$ cat src/rtl/sram_fifo_pkg.sv
package sram_fifo_pkg;

    //////////////////////////////
    // defaults and limits
    //////////////////////////////
    localparam int DEFAULT_DATA_WIDTH   = 64;
    localparam int DEFAULT_NUM_QUEUES   = 4;
    localparam int DEFAULT_REGION_DEPTH = 32;
    localparam int DEFAULT_FIFO_DEPTH   = 8;
    localparam int MAX_QUEUES           = 16;

    // longest run of words per grant
    localparam int BURST_LEN = 4;

    typedef enum logic [1:0]
    {
        BURST_IDLE   = 2'd0,
        BURST_ACTIVE = 2'd1
    } burst_state_t;

    // first requester after the last grant, wrapping at num_queues
    function automatic logic [$clog2(MAX_QUEUES)-1:0] rr_pick
    (
        input logic [MAX_QUEUES-1:0]         req,
        input logic [$clog2(MAX_QUEUES)-1:0] last,
        input int                            num_queues
    );
        logic [$clog2(MAX_QUEUES)-1:0] pick;
        int                            idx;
        pick = last;
        // walk backwards so the nearest requester is written last
        for (int k = MAX_QUEUES; k >= 1; k--)
        begin
            idx = (int'(last) + k) % num_queues;
            if (k <= num_queues && req[idx])
            begin
                pick = idx[$clog2(MAX_QUEUES)-1:0];
            end
        end
        return pick;
    endfunction

endpackage

$ cat src/rtl/queue_fifo.sv
`timescale 1ns/1ns

module queue_fifo
    import sram_fifo_pkg::*;
#(
    parameter int DATA_WIDTH = DEFAULT_DATA_WIDTH,
    parameter int DEPTH      = DEFAULT_FIFO_DEPTH
)
(
    input  logic                       clk,
    input  logic                       memreset,
    input  logic                       push,
    input  logic [DATA_WIDTH:0]        push_data,
    output logic                       full,
    input  logic                       pop,
    output logic [DATA_WIDTH:0]        pop_data,
    output logic                       empty,
    output logic [$clog2(DEPTH+1)-1:0] count
);

    localparam int AW = (DEPTH > 1) ? $clog2(DEPTH) : 1;
    localparam int CW = $clog2(DEPTH + 1);

    logic [DATA_WIDTH:0] mem [DEPTH];
    logic [AW-1:0]       wr_ptr;
    logic [AW-1:0]       rd_ptr;
    logic [CW-1:0]       count_next;

    assign count_next = count + CW'(push) - CW'(pop);

    // head word is always on the output
    assign pop_data = mem[rd_ptr];
    assign empty    = (count == '0);

    always_ff @(posedge clk)
    begin
        if (push)
        begin
            mem[wr_ptr] <= push_data;
        end
    end

    always_ff @(posedge clk)
    begin
        if (memreset)
        begin
            wr_ptr <= '0;
            rd_ptr <= '0;
            count  <= '0;
            // held full so nothing is accepted in reset
            full   <= 1'b1;
        end
        else
        begin
            if (push)
            begin
                wr_ptr <= (wr_ptr == AW'(DEPTH - 1)) ? '0 : wr_ptr + 1'b1;
            end
            if (pop)
            begin
                rd_ptr <= (rd_ptr == AW'(DEPTH - 1)) ? '0 : rd_ptr + 1'b1;
            end
            count <= count_next;
            full  <= (count_next == CW'(DEPTH));
        end
    end

    // neighbours must respect the flags
    assert property (@(posedge clk) disable iff (memreset)
        !(push && full) && !(pop && empty));

endmodule

$ cat config.mk
export PLATFORM = sky130hd
export DESIGN_NAME = queue_fifo
export DESIGN_NICKNAME = d
export VERILOG_FILES = /design/src/rtl/sram_fifo_pkg.sv /design/src/rtl/queue_fifo.sv
export SDC_FILE = /design/constraint.sdc
export NUM_CORES = 1
export LEC_CHECK = 0
export BUFFER_PORTS_ARGS = -buffer_cell sky130_fd_sc_hd__buf_2
export CAP_MARGIN = 5
export CELL_PAD_IN_SITES_DETAIL_PLACEMENT = 1
export CELL_PAD_IN_SITES_GLOBAL_PLACEMENT = 1
export CORE_UTILIZATION = 37
export DETAILED_ROUTE_END_ITERATION = 8
export PLACE_DENSITY_LB_ADDON = 0.15
export RECOVER_POWER = 50
export SLEW_MARGIN = 20
export SYNTH_ARGS = -nofsm -noshare
export SYNTH_HDL_FRONTEND = slang
export SYNTH_SLANG_ARGS = --single-unit
$ cat constraint.sdc
create_clock -name clk -period 13.2 [get_ports clk]
set_clock_uncertainty 0.15 [all_clocks]
set_input_delay 1.32 -clock clk [delete_from_list [all_inputs] [get_ports clk]]
set_output_delay 1.32 -clock clk [all_outputs]
set_load 0.02 [all_outputs]
==> results by group <==
Cells and area
  • Most common library cell in the layout ignoring fill and taps: edfxtp_1
  • Nets: between 1000 and 1500
  • Commonest non-fill, non-tap cells in the layout: edfxtp_1, mux4_2, clkbuf_1
  • Final Cell Area: approximately 0.023 mm2
  • P&R area growth vs syn: 16.3%
  • # fillers: 4981
  • Layout cell share with drive strength beyond 1: 0.358
  • Register area: 0.0159 mm2
  • Multi-input gate area: 0.00410 mm2
  • Non-Filler Instances: 1753
  • Final Util: 0.436

Pwr
  • VDD IR max: around 110 uV
  • Power, Total: approximately 3.8 mW
  • Pwr dens: 160 mW/mm2
  • Sequential share of power: 0.509
  • Power share of the clock group: 0.412
  • Combinational Power Share: 0.079
  • Leakage power: roughly 7.4 nW
  • Internal Power: between 2 and 3 mW
  • Sw power: around 0.83 mW
  • Net Sw Frac: 0.222

STA
  • Worst slew pin tran: ~2.3 ns
  • FMAX: approximately 180 MHz
  • Minimum clock period: 5.41 ns
  • Crit share post-route: 0.410
  • Slack of the critical path: a little under 8 ns
  • Unrepaired setup endpoints after global routing: no
  • Pins Over Slew Limit: 56
  • Final setup fails: 0
  • Fin. Hold Viols: 0
  • Max-slew headroom: -0.534
  • Hold WS: ~0.38 ns
  • Setup tns final: 0 ns

Die
  • Num ports: between 100 and 150
  • Core area: about 0.054 mm2
  • Initial Util: 0.374
  • Die H: 236 um
  • Row count: 85
  • Die width: roughly 240 um
  • Die ar.: roughly 0.056 mm2

Critical path
  • R2r setup slk: ~10 ns
  • R2R Path End: mem[7][45]
  • Crit path max-delay family: buffers and inverters
  • Critical Path AT: 3.94 ns
  • Critical path's most frequent cell: buf_4
  • Crit path largest cell delay: between 0.8 and 0.9 ns
  • Max FO, Critical Path: 38
  • WP buf/inv: 3
  • Worst Setup End Kind: output port
  • R2R cell count: 3
  • Critical path launch point type: flop
  • Reg2reg start: wr_ptr[2]
  • Critical Path RT: 11.73 ns
  • CP max stage cell: dfxtp_4
  • Crit Path Category: flop to output port
  • Cell-by-cell trace of the critical path: buf_4 -> buf_4 -> mux4_2 -> mux2_2 -> buf_2

Detailed routing
  • Total wire length: ~43000 um
  • DR vias: between 8000 and 9000
  • # DRC: 0
  • Drt pass-1 iters: 4
  • Drt wl/cell: around 24 um
  • Drt initial violations: roughly 540
  • DRT antenna net count: 0
  • Vias/cell: between 5 and 6

Run status
  • Failing checks: capacitance limit, slew limit
  • Status: finished with violations

CTS
  • Clk root buf: clkbuf_16
  • Post_cts resized: 0
  • Clock slew at reported path FFs: approximately 0.060 ns
  • Worst-skew pair later-pin latency: between 0.5 and 0.6 ns
  • CTS Buf Count: 57
  • Htree depth: 2
  • Clk sinks: 534
  • CTS tree: done
  • Max Root-Sink Buffers: 3
  • Post-CTS Hold Buffers: 0
  • Post-CTS Setup Inserts: 0

Global route
  • Vias in the first global route: ~9800
  • First-pass GRT wire length: 63900 um
  • Largest net degree at the start of global routing: 65
  • Initial antenna violation count: 6
  • Total gr overflow: 0
  • GR Util All Layers: 0.157

Synth
  • Syn_nets: 906
  • Most used flip-flop cell after synthesis: edfxtp_1
  • Distinct cells, synth: 27
  • Synth Warn #: 0
  • Post-synth EDFFs: between 500 and 600
  • Sequential share of the synthesized area: 0.787
  • Area leader, netlist: edfxtp_1
  • Fraction of registers with async set/reset: 0
  • Synth Area in Adders: 0.00657
  • Synth top area share: 0.773
  • Simple-gate share of the synthesized area: 0.00775
  • Post-Synthesis Cells: approximately 830
  • Synthesized cell area: 0.0202 mm2
  • Main combinational cell family by area after synthesis: multiplexers
  • Yosys reg bits: ~530
  • Post-synthesis compound-gate area fraction: 0.00266
  • Ranking of synthesized cells by area: edfxtp_1, mux4_2, mux2_2
  • Post-Synth XOR/XNOR Area: 0.000434
  • Post-synthesis mux area share: 0.183
  • Syn avg cell area: approximately 24 um2

Placed design
  • Detailed Place HPWL: roughly 22000 um
  • Placer Congestion: between 0.6 and 0.7
  • DP Cell Count: approximately 1600
  • Pre-CTS setup slack: just over 8 ns
  • Port-buffer cells: roughly 140
  • DP Area: 0.0217 mm2

Worst hold path
  • Hold path depth: 2
  • Hold_sp: rd_ptr[1]
  • Hold/Removal Path Class: flop to flop

Job
  • Max Cap Viol: 2
==> how the worst max path moves through the flow <==
stage               startpoint           end  depth (start not counted)
finish                    flop  pop_data[36]                          5
global route              flop  pop_data[35]                          5
global placement          flop  pop_data[35]                          5
floorplan                 push     mem[0][0]                          2
detailed placement        flop  pop_data[35]                          5
CTS                       flop  pop_data[35]                          5
==> tightest hold or removal path, stage by stage (launching register included) <==
cell	delay, ns
dfxtp_1	0.31
mux2i_1	0.12
nor2_1	0.06
==> layer usage <==
layer | global-route usage | part of all wire
met5 | 0 | 0.0018
met1 | 0.218 | 0.46
met4 | 0.0386 | 0.016
met3 | 0.0401 | 0.050
met2 | 0.249 | 0.48
==> power by group through the flow <==
stage | combinational [mW] | sequential [mW] | clock, mW
2_1_floorplan | 0.199 | 1.95 | 0
3_3_place_gp | 0.304 | 1.95 | 0
3_5_place_dp | 0.308 | 1.95 | 0
4_1_cts | 0.310 | 1.92 | 1.60
5_1_grt | 0.324 | 1.92 | 1.65
6_report | 0.298 | 1.92 | 1.55
==> layout make-up <==
| class | instances | area share |
|---|---|---|
| Sequential cell | 534 | 0.677 |
| Multi-Input combinational cell | 248 | 0.174 |
| Clock buffer | 70 | 0.0637 |
| Tap cell | 696 | 0.0371 |
| Timing Repair Buffer | 159 | 0.0321 |
| Clock inverter | 37 | 0.0141 |
| Inverter | 8 | 0.00128 |
| Antenna cell | 1 | 0.000107 |
==> synthesized netlist by cell type (5+ instances only) <==
cell,n
buf_1,8
buf_6,11
clkbuf_1,14
dfxtp_1,14
edfxtp_1,520
ha_1,9
inv_1,8
mux2_2,65
mux4_2,130
nand2b_1,5
nor2_1,13
==> cell families after synthesis <==
logic type	after synthesis
compound gates	8
xor+xnor	1
fa+ha+maj	10
buf+inv	45
flops	534
mux	198
simple gates	31
==> state kept, by name (all words and copies together), names as in the netlist, named ones only <==
signal / count
mem: 520
count: 4
full: 1
wr_ptr: 3
rd_ptr: 3
Power figures use the tool's default switching activity.
