### src/rtl/sram_fifo_pkg.sv
package sram_fifo_pkg;

    //////////////////////////////
    // defaults and limits
    //////////////////////////////
    localparam int DEFAULT_DATA_WIDTH   = 64;
    localparam int DEFAULT_NUM_QUEUES   = 4;
    localparam int DEFAULT_REGION_DEPTH = 32;
    localparam int DEFAULT_FIFO_DEPTH   = 8;
    localparam int MAX_QUEUES           = 16;

    // longest run of words per grant
    localparam int BURST_LEN = 4;

    typedef enum logic [1:0]
    {
        BURST_IDLE   = 2'd0,
        BURST_ACTIVE = 2'd1
    } burst_state_t;

    // first requester after the last grant, wrapping at num_queues
    function automatic logic [$clog2(MAX_QUEUES)-1:0] rr_pick
    (
        input logic [MAX_QUEUES-1:0]         req,
        input logic [$clog2(MAX_QUEUES)-1:0] last,
        input int                            num_queues
    );
        logic [$clog2(MAX_QUEUES)-1:0] pick;
        int                            idx;
        pick = last;
        // walk backwards so the nearest requester is written last
        for (int k = MAX_QUEUES; k >= 1; k--)
        begin
            idx = (int'(last) + k) % num_queues;
            if (k <= num_queues && req[idx])
            begin
                pick = idx[$clog2(MAX_QUEUES)-1:0];
            end
        end
        return pick;
    endfunction

endpackage

### src/rtl/buf_if.sv
`timescale 1ns/1ns

interface buf_if
    import sram_fifo_pkg::*;
#(
    parameter int DATA_WIDTH = DEFAULT_DATA_WIDTH,
    parameter int NUM_QUEUES = DEFAULT_NUM_QUEUES
);

    localparam int QW = (NUM_QUEUES > 1) ? $clog2(NUM_QUEUES) : 1;

    // write side, words carry last in the top bit
    logic                  wr_en;
    logic [QW-1:0]         wr_queue;
    logic [DATA_WIDTH:0]   wr_word;
    logic [NUM_QUEUES-1:0] wr_full;

    // read side
    logic                  rd_en;
    logic [QW-1:0]         rd_queue;
    logic [NUM_QUEUES-1:0] rd_empty;
    logic                  rd_valid;
    logic [DATA_WIDTH:0]   rd_word;
    logic [QW-1:0]         rd_word_queue;

    modport ingress (output wr_en, wr_queue, wr_word, input wr_full);
    modport egress (output rd_en, rd_queue, input rd_empty, rd_valid, rd_word, rd_word_queue);
    modport buffer (input wr_en, wr_queue, wr_word, rd_en, rd_queue,
                    output wr_full, rd_empty, rd_valid, rd_word, rd_word_queue);

endinterface

### src/rtl/ingress_arbiter.sv
`timescale 1ns/1ns

module ingress_arbiter
    import sram_fifo_pkg::*;
#(
    parameter int DATA_WIDTH = DEFAULT_DATA_WIDTH,
    parameter int NUM_QUEUES = DEFAULT_NUM_QUEUES
)
(
    input  logic                  clk,
    input  logic                  memreset,
    input  logic [NUM_QUEUES-1:0] fifo_empty,
    output logic [NUM_QUEUES-1:0] fifo_pop,
    input  logic [DATA_WIDTH:0]   fifo_data [NUM_QUEUES],
    buf_if.ingress                buf_port
);

    localparam int QW = (NUM_QUEUES > 1) ? $clog2(NUM_QUEUES) : 1;
    localparam int PW = $clog2(MAX_QUEUES);
    localparam int BW = (BURST_LEN > 1) ? $clog2(BURST_LEN) : 1;

    burst_state_t          state;
    logic [QW-1:0]         grant;
    logic [BW-1:0]         beats;
    logic [NUM_QUEUES-1:0] req;
    logic [PW-1:0]         pick;
    logic                  move;
    logic                  burst_done;

    // words waiting and room in the region
    assign req = ~fifo_empty & ~buf_port.wr_full;

    always_comb
    begin
        pick = rr_pick(MAX_QUEUES'(req), PW'(grant), NUM_QUEUES);
    end

    assign move       = (state == BURST_ACTIVE) && req[grant];
    assign burst_done = (beats == BW'(BURST_LEN - 1)) || fifo_data[grant][DATA_WIDTH];

    always_comb
    begin
        fifo_pop        = '0;
        fifo_pop[grant] = move;
    end

    assign buf_port.wr_en    = move;
    assign buf_port.wr_queue = grant;
    assign buf_port.wr_word  = fifo_data[grant];

    //////////////////////////////
    // grant state machine
    //////////////////////////////
    always_ff @(posedge clk)
    begin
        if (memreset)
        begin
            state <= BURST_IDLE;
            // start the rotation at queue 0
            grant <= QW'(NUM_QUEUES - 1);
            beats <= '0;
        end
        else
        begin
            case (state)
                BURST_IDLE:
                begin
                    if (|req)
                    begin
                        state <= BURST_ACTIVE;
                        grant <= pick[QW-1:0];
                        beats <= '0;
                    end
                end
                BURST_ACTIVE:
                begin
                    if (!move || burst_done)
                    begin
                        state <= BURST_IDLE;
                    end
                    beats <= beats + BW'(move);
                end
                default:
                begin
                    state <= BURST_IDLE;
                end
            endcase
        end
    end

    // a head word waiting for its grant stays put
    for (genvar q = 0; q < NUM_QUEUES; q++)
    begin : g_head_check
        assert property (@(posedge clk) disable iff (memreset)
            (!fifo_empty[q] && !fifo_pop[q]) |=> $stable(fifo_data[q]));
    end

endmodule

### src/flat_wrapper.sv
// flat-port wrapper written by rule: the top's interface ports become plain ports
module ingress_arbiter_flat import sram_fifo_pkg::*;
#(
    parameter int DATA_WIDTH = DEFAULT_DATA_WIDTH,
    parameter int NUM_QUEUES = DEFAULT_NUM_QUEUES
)
  (clk, memreset, fifo_empty, fifo_pop, fifo_data, buf_port_wr_en, buf_port_wr_queue, buf_port_wr_word, buf_port_wr_full);
  buf_if #(.DATA_WIDTH(DATA_WIDTH), .NUM_QUEUES(NUM_QUEUES)) buf_port_i ();
  input  logic clk;
  input  logic memreset;
  input  logic [NUM_QUEUES-1:0] fifo_empty;
  output logic [NUM_QUEUES-1:0] fifo_pop;
  input  logic [DATA_WIDTH:0] fifo_data[NUM_QUEUES];
  output wire logic [$bits(buf_port_i.wr_en)-1:0] buf_port_wr_en;
  output wire logic [$bits(buf_port_i.wr_queue)-1:0] buf_port_wr_queue;
  output wire logic [$bits(buf_port_i.wr_word)-1:0] buf_port_wr_word;
  input wire logic [$bits(buf_port_i.wr_full)-1:0] buf_port_wr_full;
  assign buf_port_wr_en = buf_port_i.wr_en;
  assign buf_port_wr_queue = buf_port_i.wr_queue;
  assign buf_port_wr_word = buf_port_i.wr_word;
  assign buf_port_i.wr_full = buf_port_wr_full;
  ingress_arbiter #(.DATA_WIDTH(DATA_WIDTH), .NUM_QUEUES(NUM_QUEUES)) u_core (.clk(clk), .memreset(memreset), .fifo_empty(fifo_empty), .fifo_pop(fifo_pop), .fifo_data(fifo_data), .buf_port(buf_port_i));
endmodule
### config.mk
export PLATFORM = sky130hd
export DESIGN_NAME = ingress_arbiter_flat
export DESIGN_NICKNAME = d
export VERILOG_FILES = /design/src/rtl/sram_fifo_pkg.sv /design/src/rtl/buf_if.sv /design/src/rtl/ingress_arbiter.sv /design/src/flat_wrapper.sv
export SDC_FILE = /design/constraint.sdc
export NUM_CORES = 1
export LEC_CHECK = 0
export ABC_AREA = 1
export BUFFER_PORTS_ARGS = -buffer_cell sky130_fd_sc_hd__buf_2
export CORE_AREA = 2 2 134 136
export CTS_CLUSTER_DIAMETER = 120
export DETAILED_ROUTE_END_ITERATION = 8
export DIE_AREA = 0 0 136 138
export PLACE_DENSITY = 0.5
export SYNTH_ARGS = -nofsm -noshare
export SYNTH_HDL_FRONTEND = slang
export SYNTH_SLANG_ARGS = --single-unit
export TNS_END_PERCENT = 1
### constraint.sdc
create_clock -name clk -period 3.5 [get_ports clk]
set_clock_uncertainty 0.1 [all_clocks]
set_input_delay 0 -clock clk [delete_from_list [all_inputs] [get_ports clk]]
set_output_delay 0 -clock clk [all_outputs]
set_load 0.01 [all_outputs]
==> results.yml <==
status:
  status: "finished, final reports clean"
timing:
  fin_ws_ps: 1335
  setup-violations-final: 0
  slew_headroom_pct: 53.56
  maxSlewViolCount: 0
  post-route-period-util_pct: 61.85
  max_freq_mhz: 461.9
  rsz0062_at_grt: "no"
  hold_ws_ps: 168.5
  fin_tns_setup_ps: 0
  finalHoldViolCount: 0
  tightestPinTransition_ps: 696.7
  fin_crit_ps: 2165
pwr:
  pwr-share-comb_pct: 83.2
  p_clk_share_pct: 11.4
  internal_power_mw: 0.7696
  switching_share_pct: 53.42
  pwr_density_cell_nw_per_um2: 397.4
  p_leak_nw: 2.125
  p_sw_mw: 0.8825
  seq_power_share_pct: 5.4
  irDropWorstVdd_uv: 188.1
finish:
  instances_no_fill: 987
  drive_gt1_share_pct: 47.62
  nFillCells: 2088
  layout-area-overhead-vs-synth_pct: 86.06
  finalNetCount: 1032
  postLayoutCoreUtil_pct: 23.71
yosys:
  yosysTopAreaCellShare_pct: 25.98
  synth_area_leaders: "o21ai_0 26%, nor2_1 24%, o22ai_1 18%, dfxtp_1 4.5%, nand2_1 4.0%"
  synth_cell_types: 25
  yosysTopAreaCell: "o21ai_0"
  async_reset_ff_share_pct: 0
  synth_warnings: 0
  synth-seq-cells: 5
  synth.avg_cell_area_um2: 4.988
  synth_common_cells: "144 x nor2_1, 116 x o21ai_0, 64 x o22ai_1, 24 x nand2_1, 23 x clkbuf_1"
  synth-edff-count: 0
  synth_cells: 448
  synthFlopType: "dfxtp_1"
  synth_most_common_cell: "nor2_1"
  synth.cell_area_um2: 2235
  syn_nets: 723
  synth-seq-area-share_pct: 4.479
job:
  drv_cap: 0
setup_path:
  rr_startpoint: "u_core.buf_port.wr_queue[0]"
  slowest_delay_ps: 470
  cpMaxStageDelayCell: "buf_4"
  worst-setup-path-type: "register to output pin"
  r2r_end: "u_core.beats[0]"
  crit_path_end_kind: "output pin"
  r2r_cells: 8
  arrival_ps: 2060
  critPathLaunchType: "register"
  reg2reg_slack_ps: 1350
  path_max_fanout: 44
  cp-startpoint: "u_core.buf_port.wr_queue[1]"
  worstPathRequired_ps: 3400
  crit_chain: "inv_2 -> buf_4 -> o21ai_0 -> o22ai_1 -> buf_2"
clock_network:
  cts_buffer_depth: 2
  post_cts_resize_count: 0
  root_buffer: "clkbuf_16"
  path_clk_slew_ps: 30
  cts_tree: "done"
  cts_inserted_buffers: 3
  h-tree-depth: 1
  cts.sinks: 5
  clk_latency_ps: 230
  cts_setup_buffers: 0
floorplan:
  io_pins: 342
  die_x_um: 136
  num_rows: 49
  dieArea_um2: 18770
  start_util_pct: 12.74
  die_h_um: 138
  core_area_um2: 17530
routing:
  avgRoutedWirePerCell_um: 13.39
  drtIter0Drc: 185
  drc_errors: 0
  ant_nets: 0
  firstDrtPassIters: 4
  avgViaCountPerCell: 4.337
  vias: 4281
  drt_wl_total_mm: 13.21
global_routing:
  antenna_found_initial: 2
  grt_overflow: 0
  grtUsageTotal_pct: 12.69
  grt_pass1_wl_mm: 19.58
  grt_pass1_vias: 3964
  grt_max_degree: 82
placed_design:
  dpl.cell_count: 980
  dp_slack_ps: 1319
  io_buffers: 341
  dp_hpwl_mm: 10.38
  gp_congestion: 0.8737
hold_path:
  whs_path_depth: 6
  min_path_type: "primary input to register"
  hold_path_end: "u_core.state[0]"
  worstHoldStart: "fifo_data[64]"
## how the worst max path moves through the flow
stage / end / slack, ps / cells past startpoint
floorplan: u_core.buf_port.wr_queue[0] / 1600 / 13
detailed placement: u_core.beats[0] / 1320 / 8
finish: buf_port_wr_word[17] / 1340 / 5
global placement: u_core.beats[0] / 1350 / 8
CTS: buf_port_wr_word[17] / 1270 / 5
global route: buf_port_wr_word[62] / 1080 / 5
## routing by layer
| metal | global-route usage (%) | up-vias | wire length (um) |
|---|---|---|---|
| li1 | - | 2191 | - |
| met1 | 16.32 | 1843 | 5626 |
| met2 | 22.24 | 233 | 6321 |
| met3 | 2.237 | 14 | 1114 |
| met4 | 2.193 | 0 | 148 |
| met5 | 0 | - | 0 |
## layout by cell type (no fill, tap or decap)
master / n
dfxtp_2: 1
nor3_1: 2
ha_1: 5
a21oi_2: 1
nand2_2: 2
nand2_1: 24
o22ai_1: 64
nand4_1: 1
dfxtp_4: 1
nand3_1: 5
o21ai_0: 116
buf_2: 341
clkbuf_16: 3
o21ai_1: 16
clkbuf_1: 1
inv_1: 11
nand3_2: 1
nor2_1: 144
nor3_4: 1
inv_2: 2
inv_6: 1
buf_4: 5
diode_2: 2
a21oi_1: 3
dfxtp_1: 3
dlygate4sd3_1: 1
a31oi_2: 1
## stage by stage
step | total power, mW | cell area (um^2)
floorplan | 0.9333 | 2235
global placement | 1.482 | 4064
detailed placement | 1.471 | 4064
CTS | 1.668 | 4153
global route | 1.827 | 4158
finish | 1.652 | 4158
## sequential cells by signal, summed over array words and instances (netlist names)
| name | cells |
|---|---|
| u_core.beats | 2 |
| u_core.buf_port.wr_queue | 2 |
| u_core.state | 1 |
## worst max-delay path: cells and delay by family (launching register included)
family,cells,cell delay [ps]
buf+inv,3,1020
flops,1,440
compound gates,2,360
## layout make-up
cell class	count	area, um^2	area share, %
sequential	5	105.1	2.528
inverter	14	57.56	1.384
clock buffer	4	78.83	1.896
multi-input combinational	386	1871	44.99
tap	229	286.5	6.891
timing repair buffer	347	1754	42.19
antenna	2	5.005	0.1204
## repair_timing
item	in CTS	in global routing
hold buffers	1	0
hold endpoints to repair	3	0
setup endpoints to repair	0	0
## power by group through the flow
stage	sequential [mW]	clock (mW)	combinational, mW
final	0.0894	0.189	1.37
after global routing	0.0925	0.196	1.54
after CTS	0.0900	0.190	1.39
after detailed placement	0.0908	0	1.38
after global placement	0.0914	0	1.39
after floorplan	0.0774	0	0.856
## kinds of logic after synthesis
| logic type | Yosys count | share of synthesized area [%] |
|---|---|---|
| AO/OA/AOI/OAI | 201 | 49.10 |
| flip-flops | 5 | 4.479 |
| adder cells (fa/ha/maj) | 5 | 2.800 |
| AND/OR/NAND/NOR | 180 | 31.80 |
| buffers and inverters | 57 | 11.81 |
No activity file was read; power rests on OpenSTA's default activity.
