**src/rtl/sram_fifo_pkg.sv**
```systemverilog
package sram_fifo_pkg;

    //////////////////////////////
    // defaults and limits
    //////////////////////////////
    localparam int DEFAULT_DATA_WIDTH   = 64;
    localparam int DEFAULT_NUM_QUEUES   = 4;
    localparam int DEFAULT_REGION_DEPTH = 32;
    localparam int DEFAULT_FIFO_DEPTH   = 8;
    localparam int MAX_QUEUES           = 16;

    // longest run of words per grant
    localparam int BURST_LEN = 4;

    typedef enum logic [1:0]
    {
        BURST_IDLE   = 2'd0,
        BURST_ACTIVE = 2'd1
    } burst_state_t;

    // first requester after the last grant, wrapping at num_queues
    function automatic logic [$clog2(MAX_QUEUES)-1:0] rr_pick
    (
        input logic [MAX_QUEUES-1:0]         req,
        input logic [$clog2(MAX_QUEUES)-1:0] last,
        input int                            num_queues
    );
        logic [$clog2(MAX_QUEUES)-1:0] pick;
        int                            idx;
        pick = last;
        // walk backwards so the nearest requester is written last
        for (int k = MAX_QUEUES; k >= 1; k--)
        begin
            idx = (int'(last) + k) % num_queues;
            if (k <= num_queues && req[idx])
            begin
                pick = idx[$clog2(MAX_QUEUES)-1:0];
            end
        end
        return pick;
    endfunction

endpackage

```
**src/rtl/buf_if.sv**
```systemverilog
`timescale 1ns/1ns

interface buf_if
    import sram_fifo_pkg::*;
#(
    parameter int DATA_WIDTH = DEFAULT_DATA_WIDTH,
    parameter int NUM_QUEUES = DEFAULT_NUM_QUEUES
);

    localparam int QW = (NUM_QUEUES > 1) ? $clog2(NUM_QUEUES) : 1;

    // write side, words carry last in the top bit
    logic                  wr_en;
    logic [QW-1:0]         wr_queue;
    logic [DATA_WIDTH:0]   wr_word;
    logic [NUM_QUEUES-1:0] wr_full;

    // read side
    logic                  rd_en;
    logic [QW-1:0]         rd_queue;
    logic [NUM_QUEUES-1:0] rd_empty;
    logic                  rd_valid;
    logic [DATA_WIDTH:0]   rd_word;
    logic [QW-1:0]         rd_word_queue;

    modport ingress (output wr_en, wr_queue, wr_word, input wr_full);
    modport egress (output rd_en, rd_queue, input rd_empty, rd_valid, rd_word, rd_word_queue);
    modport buffer (input wr_en, wr_queue, wr_word, rd_en, rd_queue,
                    output wr_full, rd_empty, rd_valid, rd_word, rd_word_queue);

endinterface

```
**src/rtl/egress_arbiter.sv**
```systemverilog
`timescale 1ns/1ns

module egress_arbiter
    import sram_fifo_pkg::*;
#(
    parameter int DATA_WIDTH = DEFAULT_DATA_WIDTH,
    parameter int NUM_QUEUES = DEFAULT_NUM_QUEUES,
    parameter int FIFO_DEPTH = DEFAULT_FIFO_DEPTH
)
(
    input  logic                            clk,
    input  logic                            memreset,
    buf_if.egress                           buf_port,
    input  logic [$clog2(FIFO_DEPTH+1)-1:0] fifo_count [NUM_QUEUES],
    output logic [NUM_QUEUES-1:0]           fifo_push,
    output logic [DATA_WIDTH:0]             push_data
);

    localparam int QW = (NUM_QUEUES > 1) ? $clog2(NUM_QUEUES) : 1;
    localparam int PW = $clog2(MAX_QUEUES);
    localparam int BW = (BURST_LEN > 1) ? $clog2(BURST_LEN) : 1;
    localparam int CW = $clog2(FIFO_DEPTH + 1);

    burst_state_t          state;
    logic [QW-1:0]         grant;
    logic [BW-1:0]         beats;
    logic [CW-1:0]         inflight [NUM_QUEUES];
    logic [NUM_QUEUES-1:0] req;
    logic [NUM_QUEUES-1:0] rd_sel;
    logic [PW-1:0]         pick;
    logic                  move;

    // a read needs a word in the region and a free slot downstream
    always_comb
    begin
        for (int q = 0; q < NUM_QUEUES; q++)
        begin
            req[q]       = !buf_port.rd_empty[q]
                         && (int'(fifo_count[q]) + int'(inflight[q]) < FIFO_DEPTH);
            rd_sel[q]    = move && (grant == QW'(q));
            fifo_push[q] = buf_port.rd_valid && (buf_port.rd_word_queue == QW'(q));
        end
        pick = rr_pick(MAX_QUEUES'(req), PW'(grant), NUM_QUEUES);
    end

    assign move             = (state == BURST_ACTIVE) && req[grant];
    assign buf_port.rd_en   = move;
    assign buf_port.rd_queue = grant;
    assign push_data        = buf_port.rd_word;

    always_ff @(posedge clk)
    begin
        if (memreset)
        begin
            state <= BURST_IDLE;
            grant <= QW'(NUM_QUEUES - 1);
            beats <= '0;
            for (int q = 0; q < NUM_QUEUES; q++)
            begin
                inflight[q] <= '0;
            end
        end
        else
        begin
            for (int q = 0; q < NUM_QUEUES; q++)
            begin
                inflight[q] <= inflight[q] + CW'(rd_sel[q]) - CW'(fifo_push[q]);
            end
            if (state == BURST_IDLE && |req)
            begin
                state <= BURST_ACTIVE;
                grant <= pick[QW-1:0];
                beats <= '0;
            end
            else if (state == BURST_ACTIVE)
            begin
                if (!move || beats == BW'(BURST_LEN - 1))
                begin
                    state <= BURST_IDLE;
                end
                beats <= beats + BW'(move);
            end
        end
    end

    // credits keep every returned word in bounds
    for (genvar q = 0; q < NUM_QUEUES; q++)
    begin : g_credit_check
        assert property (@(posedge clk) disable iff (memreset)
            fifo_push[q] |-> int'(fifo_count[q]) < FIFO_DEPTH);
    end

endmodule

```
**src/flat_wrapper.sv**
```systemverilog
// flat-port wrapper written by rule: the top's interface ports become plain ports
module egress_arbiter_flat import sram_fifo_pkg::*;
#(
    parameter int DATA_WIDTH = DEFAULT_DATA_WIDTH,
    parameter int NUM_QUEUES = DEFAULT_NUM_QUEUES,
    parameter int FIFO_DEPTH = DEFAULT_FIFO_DEPTH
)
  (clk, memreset, fifo_count, fifo_push, push_data, buf_port_rd_en, buf_port_rd_queue, buf_port_rd_empty, buf_port_rd_valid, buf_port_rd_word, buf_port_rd_word_queue);
  buf_if #(.DATA_WIDTH(DATA_WIDTH), .NUM_QUEUES(NUM_QUEUES)) buf_port_i ();
  input  logic clk;
  input  logic memreset;
  input  logic [$clog2(FIFO_DEPTH+1)-1:0] fifo_count[NUM_QUEUES];
  output logic [NUM_QUEUES-1:0] fifo_push;
  output logic [DATA_WIDTH:0] push_data;
  output wire logic [$bits(buf_port_i.rd_en)-1:0] buf_port_rd_en;
  output wire logic [$bits(buf_port_i.rd_queue)-1:0] buf_port_rd_queue;
  input wire logic [$bits(buf_port_i.rd_empty)-1:0] buf_port_rd_empty;
  input wire logic [$bits(buf_port_i.rd_valid)-1:0] buf_port_rd_valid;
  input wire logic [$bits(buf_port_i.rd_word)-1:0] buf_port_rd_word;
  input wire logic [$bits(buf_port_i.rd_word_queue)-1:0] buf_port_rd_word_queue;
  assign buf_port_rd_en = buf_port_i.rd_en;
  assign buf_port_rd_queue = buf_port_i.rd_queue;
  assign buf_port_i.rd_empty = buf_port_rd_empty;
  assign buf_port_i.rd_valid = buf_port_rd_valid;
  assign buf_port_i.rd_word = buf_port_rd_word;
  assign buf_port_i.rd_word_queue = buf_port_rd_word_queue;
  egress_arbiter #(.DATA_WIDTH(DATA_WIDTH), .NUM_QUEUES(NUM_QUEUES), .FIFO_DEPTH(FIFO_DEPTH)) u_core (.clk(clk), .memreset(memreset), .buf_port(buf_port_i), .fifo_count(fifo_count), .fifo_push(fifo_push), .push_data(push_data));
endmodule
```
**config.mk**
```make
export PLATFORM = sky130hd
export DESIGN_NAME = egress_arbiter_flat
export DESIGN_NICKNAME = d
export VERILOG_FILES = /design/src/rtl/sram_fifo_pkg.sv /design/src/rtl/buf_if.sv /design/src/rtl/egress_arbiter.sv /design/src/flat_wrapper.sv
export SDC_FILE = /design/constraint.sdc
export NUM_CORES = 1
export LEC_CHECK = 0
export CAP_MARGIN = 20
export CORE_UTILIZATION = 53
export CTS_CLUSTER_SIZE = 8
export DETAILED_ROUTE_END_ITERATION = 12
export DONT_BUFFER_PORTS = 1
export PLACE_DENSITY_LB_ADDON = 0.25
export SETUP_SLACK_MARGIN = 0.3
export SLEW_MARGIN = 30
export SYNTH_ARGS = -nofsm -noshare
export SYNTH_HDL_FRONTEND = slang
export SYNTH_SLANG_ARGS = --single-unit
```
**constraint.sdc**
```tcl
create_clock -name clk -period 4 [get_ports clk]
set_input_delay 0.6 -clock clk [delete_from_list [all_inputs] [get_ports clk]]
set_output_delay 0.6 -clock clk [all_outputs]
set_load 0.05 [all_outputs]
```
==> results of run 1 <==
[layout make-up]
cell class / instances / area (sq um) / area share [%]
multi-input cells: 138 / 1265 / 65.31
flip-flops and latches: 21 / 420.4 / 21.71
inverters: 28 / 105.1 / 5.426
well taps: 50 / 62.56 / 3.230
clock buffers: 3 / 41.29 / 2.132
repair buffers: 5 / 37.54 / 1.938
clock inverters: 1 / 5.005 / 0.2584
[critical path, stage by stage, from the launching register on]
cell and delay (ns):
dfxtp_1 0.34, ha_1 0.28, or4_4 0.52, a21oi_1 0.33, mux4_2 0.39, and2_1 0.49
[state kept, by name (all words and copies together) (netlist names)]
| name | count |
|---|---|
| u_core.inflight | 16 |
| u_core.state | 1 |
| u_core.buf_port.rd_queue | 2 |
| u_core.beats | 2 |
[per-stage QoR]
stage          instances  utilization, %
2_1_floorplan        256               -
3_3_place_gp         242           46.26
3_5_place_dp         242           46.26
4_1_cts              246           47.40
5_1_grt              246           47.40
6_report             246           47.40
[cells in the mapped netlist, types with 2 or more instances]
library cell	n	area, sq um
buf_4	65	488.0
ha_1	33	412.9
inv_1	27	101.4
dfxtp_1	21	420.4
nor2_1	16	60.06
a21oi_1	9	45.04
xor2_1	9	78.83
a21o_1	8	60.06
a211oi_1	5	37.54
and3_1	5	31.28
clkbuf_1	4	15.01
fa_1	4	80.08
nand2_1	4	15.01
nor2b_1	4	25.02
nor3_1	4	20.02
or4_4	4	45.04
xnor2_1	4	35.03
a31o_4	3	52.55
mux4_2	3	67.56
a211o_1	2	17.52
mux2i_1	2	20.02
nand3_1	2	10.01
o41ai_1	2	17.52
or4_1	2	15.01
[cell families (layout without fill, tap and decap cells)]
| logic type | count (synthesis) | after routing | synth area share (%) |
|---|---|---|---|
| buffers and inverters | 97 | 37 | 26.57 |
| AOI/OAI and AO/OA | 37 | 37 | 13.45 |
| xor gates and xnor gates | 13 | 13 | 4.975 |
| and+or+nand+nor | 46 | 46 | 11.26 |
| DFF | 21 | 21 | 18.37 |
| muxes | 5 | 5 | 3.827 |
| adders and majority gates | 37 | 37 | 21.54 |
[worst paths after layout]
kind                            slack (ns)              end                  start
worst max-delay path                  0.80   buf_port_rd_en  u_core.inflight[0][3]
worst min-delay path                  0.39  u_core.state[0]               memreset
worst max register to register        1.01  u_core.beats[0]  u_core.inflight[0][3]
worst min register to register        0.56  u_core.beats[0]        u_core.beats[0]
[power breakdown]
part | switching (mW) | total, mW | internal, mW
combinational | 0.299 | 0.557 | 0.258
sequential | 0.0796 | 0.341 | 0.262
clock | 0.0755 | 0.145 | 0.0695
total | 0.454 | 1.04 | 0.589
[placed cells by master, fill, tap and decap left out, types with 5 or more instances in the layout]
master,synthesis,final
and3_1,5,5
ha_1,33,33
buf_4,65,5
dfxtp_1,21,21
inv_1,27,27
xor2_1,9,9
a21oi_1,9,9
nor2_1,16,16
a211oi_1,5,5
a21o_1,8,8
[metal layers]
metal	track usage [%]	vias to the layer above	part of all wire, %
li1	-	690	-
met1	21.64	660	39
met2	34.28	68	48
met3	5.912	21	8.4
met4	9.840	0	4.1
met5	0	-	0
==> flow_summary.yaml, run 1 <==
pwr:
  p_total_mw: 1.043
  peakVddDrop_mv: 0.2389
  power.density_nw_per_um2: 538.7
  leakage_nw: 0.9003
yosys:
  synth_fp_nets: 383
  syn-cell-area_sq_um: 2288
  syn_area_per_cell_sq_um: 8.939
  ys_ff_latch: 21
  ys_warn_count: 0
  async_reset_ff_share_pct: 0
  yosysUniqueCellTypes: 38
  synth_seq_area_share_pct: 18.37
  synth-edff-count: 0
  synth_top_flop_cell: "dfxtp_1"
  syn_inst: 256
drt:
  drc: 0
  drtIter0Drc: 42
  ant_nets: 0
  wirelength_um: 4116
  routed_via_density: 5.850
  num_vias: 1439
  drt-pass1-iter-count: 4
  wl_per_cell_um: 16.73
clocking:
  cts_buffers: 3
  postCtsHoldBufs: 0
  cts_sinks: 21
  htreeDepth: 1
  cts_buffer_depth: 2
  tritoncts: "built"
  cts_resized: 0
  cts.reportedPaths.clkPinSlew_ns: 0.08
  post-cts-setup-buffers: 0
  cts-root-buf: "clkbuf_8"
  worstSkewPairLatency_ns: 0.26
grt:
  grt_overflow: 0
  antenna_found_initial: 0
  grt_pass1_vias: 1508
  grt_pass1_wl_um: 6720
  grt_use_total_pct: 19.78
  grt_max_degree: 25
timing:
  fin_skew_ns: 0.003712
  slew_viol_final: 0
  setup_ws_ns: 0.7963
  post-route-period-util_pct: 80.09
  rsz0062_at_grt: "no"
  setup_viol_count_final: 0
  relSlewSlack_pct: 48.10
  hold_ws_ns: 0.3914
  timing.fmax_mhz: 312.1
  min_period_ns: 3.204
  setup_tns_ns: 0
  hold_violations: 0
  worstMarginPinSlew_ns: 0.7774
setup_path:
  crit_fanout: 6
  crit_type: "reg2out"
  reg2regPathDepth: 8
  required_ns: 3.40
  startpoint_type: "flop"
  end_kind: "primary output"
  cp.arrival_ns: 2.60
floorplan:
  pin_count: 162
  core.rowCount: 23
  core_area_sq_um: 4086
  die_area_sq_um: 4585
  die_w_um: 67.71
  die_y_um: 67.71
  initial_core_util_pct: 56.00
hold_path:
  whs_path_depth: 1
  hold_class: "in2reg"
flow_run:
  max_cap_violations: 0
finish:
  drive_above_1_share_pct: 12.24
  syn2layout_area_growth_pct: -15.36
  n_antenna_cell: 0
  nFillCells: 389
  final_net_count: 324
  fin_area_sq_um: 1937
place:
  post-place-ws_ns: 0.7230
  dp_hpwl_um: 3406
  io_buffers: 0
  place_congestion: 0.8912
  placed_area_sq_um: 1891
run_status:
  status: "finished, final reports clean"
Power figures use the tool's default switching activity.
==> run 2: changes to the inputs <==
Settings changed: ABC_AREA set to 1.
Clock period 4 ns to 2.85 ns, I/O delays scaled along.
==> run 2 against run 1 <==
  * Via count increased by 4.7%
  * First-iteration DRC count shrank 14%
  * Routed wire length fell by 3.2%
  * Critical path type is now reg2reg
  * Combinational power grew 34%
==> flow_summary.yaml, run 2 <==
timing:
  setup_tns_ns: 0
  post-route-period-util_pct: 82.05
  setup_ws_ns: 0.5117
  slew_viol_final: 0
  relSlewSlack_pct: 72.13
  setup_viol_count_final: 0
  timing.fmax_mhz: 427.7
  fin_skew_ns: 0.001472
  worstMarginPinSlew_ns: 0.4175
  rsz0062_at_grt: "no"
  hold_violations: 0
  min_period_ns: 2.338
place:
  post-place-ws_ns: 0.4679
  place_congestion: 0.8240
  dp_cells: 295
  dp_hpwl_um: 3272
  io_buffers: 0
setup_path:
  crit_type: "reg2reg"
  startpoint_type: "flop"
  critPathLaunch: "u_core.inflight[0][7]"
  cpPeakStageDelay_ns: 0.51
  cp.arrival_ns: 2.51
  crit_fanout: 4
  reg2reg_from: "u_core.inflight[0][7]"
  end_kind: "flop"
  required_ns: 3.02
  rrSetupSlack_ns: 0.51
  crit_chain: "ha_4, nor2_1, and2_4, nand3_2, nand3_2, nand2_2, nor2_4, inv_2, nor2_1, ha_2, inv_2, fa_2, nor2_1"
  cpMaxStageDelayCell: "fa_2"
  crit_path_frequent_cell: "nor2_1"
grt:
  grt_pass1_wl_um: 6527
  antenna_found_initial: 0
  grt_pass1_vias: 1429
  grt_overflow: 0
  grt_use_total_pct: 19.13
  grtUsageMet1_pct: 22.26
  use_met2_pct: 31.13
  grt_max_degree: 13
  top_usage_layer: "met2"
  use_met3_pct: 5.236
yosys:
  netlist_top_cells_count: "buf_4, inv_1, ha_1"
  ys_warn_count: 0
  syn_area_per_cell_sq_um: 7.466
  synth-edff-count: 0
  synth_fp_nets: 431
  netlist.top_cell.by_area: "buf_4"
  synth_seq_area_share_pct: 18.52
  ys_ff_latch: 21
  yosysMostFrequentCell: "buf_4"
  async_reset_ff_share_pct: 0
  synth_top_flop_cell: "dfxtp_1"
  yosysUniqueCellTypes: 24
  synth_top_area_share_pct: 21.50
  syn-cell-area_sq_um: 2270
  yosys-top-cells-area: "buf_4, dfxtp_1, ha_1, inv_1, nand2_1"
  syn_inst: 304
pwr:
  leakage_nw: 0.9925
  netSwitchingFraction_pct: 45.92
  comb_power_share_pct: 53.2
  p_int_mw: 0.7558
  pwr-share-seq_pct: 32.4
  power.density_nw_per_um2: 661.7
  p_total_mw: 1.397
  power_switching_mw: 0.6417
  pwr-share-clk_pct: 14.4
  peakVddDrop_mv: 0.2986
clocking:
  tritoncts: "built"
  postCtsHoldBufs: 0
  worstSkewPairLatency_ns: 0.26
  cts_resized: 0
  htreeDepth: 1
  cts-root-buf: "clkbuf_8"
  cts.reportedPaths.clkPinSlew_ns: 0.08
  cts_buffers: 3
  cts_sinks: 21
  post-cts-setup-buffers: 0
  cts_buffer_depth: 2
drt:
  num_vias: 1506
  drt-pass1-iter-count: 4
  drc: 0
  ant_nets: 0
  wl_per_cell_um: 13.33
  routed_via_density: 5.037
  wirelength_um: 3985
  drtIter0Drc: 36
floorplan:
  initial_core_util_pct: 55.94
  die_w_um: 67.44
  core_area_sq_um: 4058
  core.rowCount: 23
  pin_count: 162
  die_area_sq_um: 4548
  die_y_um: 67.44
finish:
  final_cell_mix: "inv_1, nor2_1, nand2_1"
  drive_above_1_share_pct: 26.51
  fin_cells: 299
  syn2layout_area_growth_pct: -6.946
  n_antenna_cell: 0
  layout_commonest_cell: "inv_1"
  final_net_count: 377
  nFillCells: 399
  largest_reg_flops: 16
  largest-register: "u_core.inflight"
flow_run:
  max_cap_violations: 0
hold_path:
  hold_class: "in2reg"
  min_from: "memreset"
run_status:
  status: "finished, final reports clean"
run 2: per-layer routing:
| metal | vias up | part of all wire [%] |
|---|---|---|
| li1 | 770 | - |
| met1 | 654 | 42 |
| met2 | 51 | 47 |
| met3 | 31 | 6.8 |
| met4 | 0 | 4.9 |
| met5 | - | 0 |
run 2: through the flow:
step	instance area (sq um)	hold slack (ns)	utilization (%)
3_3_place_gp	2062	0.4662	50.82
2_1_floorplan	2439	0.4552	-
3_5_place_dp	2062	0.4733	50.82
6_report	2112	0.2136	52.05
4_1_cts	2107	0.2050	51.93
5_1_grt	2112	0.1974	52.05
run 2: cells by family (layout without fill, tap and decap cells):
logic type	after synthesis	after routing	share of synthesized area [%]
compound gates	21	21	5.347
simple gates	101	101	21.83
buf+inv	118	63	30.26
flops	21	21	18.52
xor+xnor	6	6	2.315
fa+ha+maj	37	37	21.72
run 2: cell type report:
| type | count | area [sq um] | area share (%) |
|---|---|---|---|
| multi-input combinational | 165 | 1331 | 63.03 |
| sequential | 21 | 425.4 | 20.14 |
| inverter | 52 | 195.2 | 9.242 |
| tap | 50 | 62.56 | 2.962 |
| timing repair buffer | 7 | 52.55 | 2.488 |
| clock buffer | 4 | 45.04 | 2.133 |
run 2: critical path: cells and delay by family (launching register included):
kind          cells  cell delay, ns
fa+ha+maj         3            0.93
buf+inv           2            0.10
flops             1            0.41
simple gates      8            0.79
run 2: path summary, 6_finish.rpt:
path,to,depth (start not counted)
setup / recovery,u_core.inflight[0][9],13
hold / removal,u_core.inflight[0][13],1
setup reg to reg,u_core.inflight[0][9],13
hold reg to reg,u_core.beats[1],2
run 2: power groups by stage:
stage	registers [mW]	clock network [mW]	logic (mW)
2_1_floorplan	0.472	0	0.832
3_3_place_gp	0.458	0	0.731
4_1_cts	0.453	0.212	0.748
5_1_grt	0.466	0.222	0.863
3_5_place_dp	0.459	0	0.739
6_report	0.453	0.201	0.744
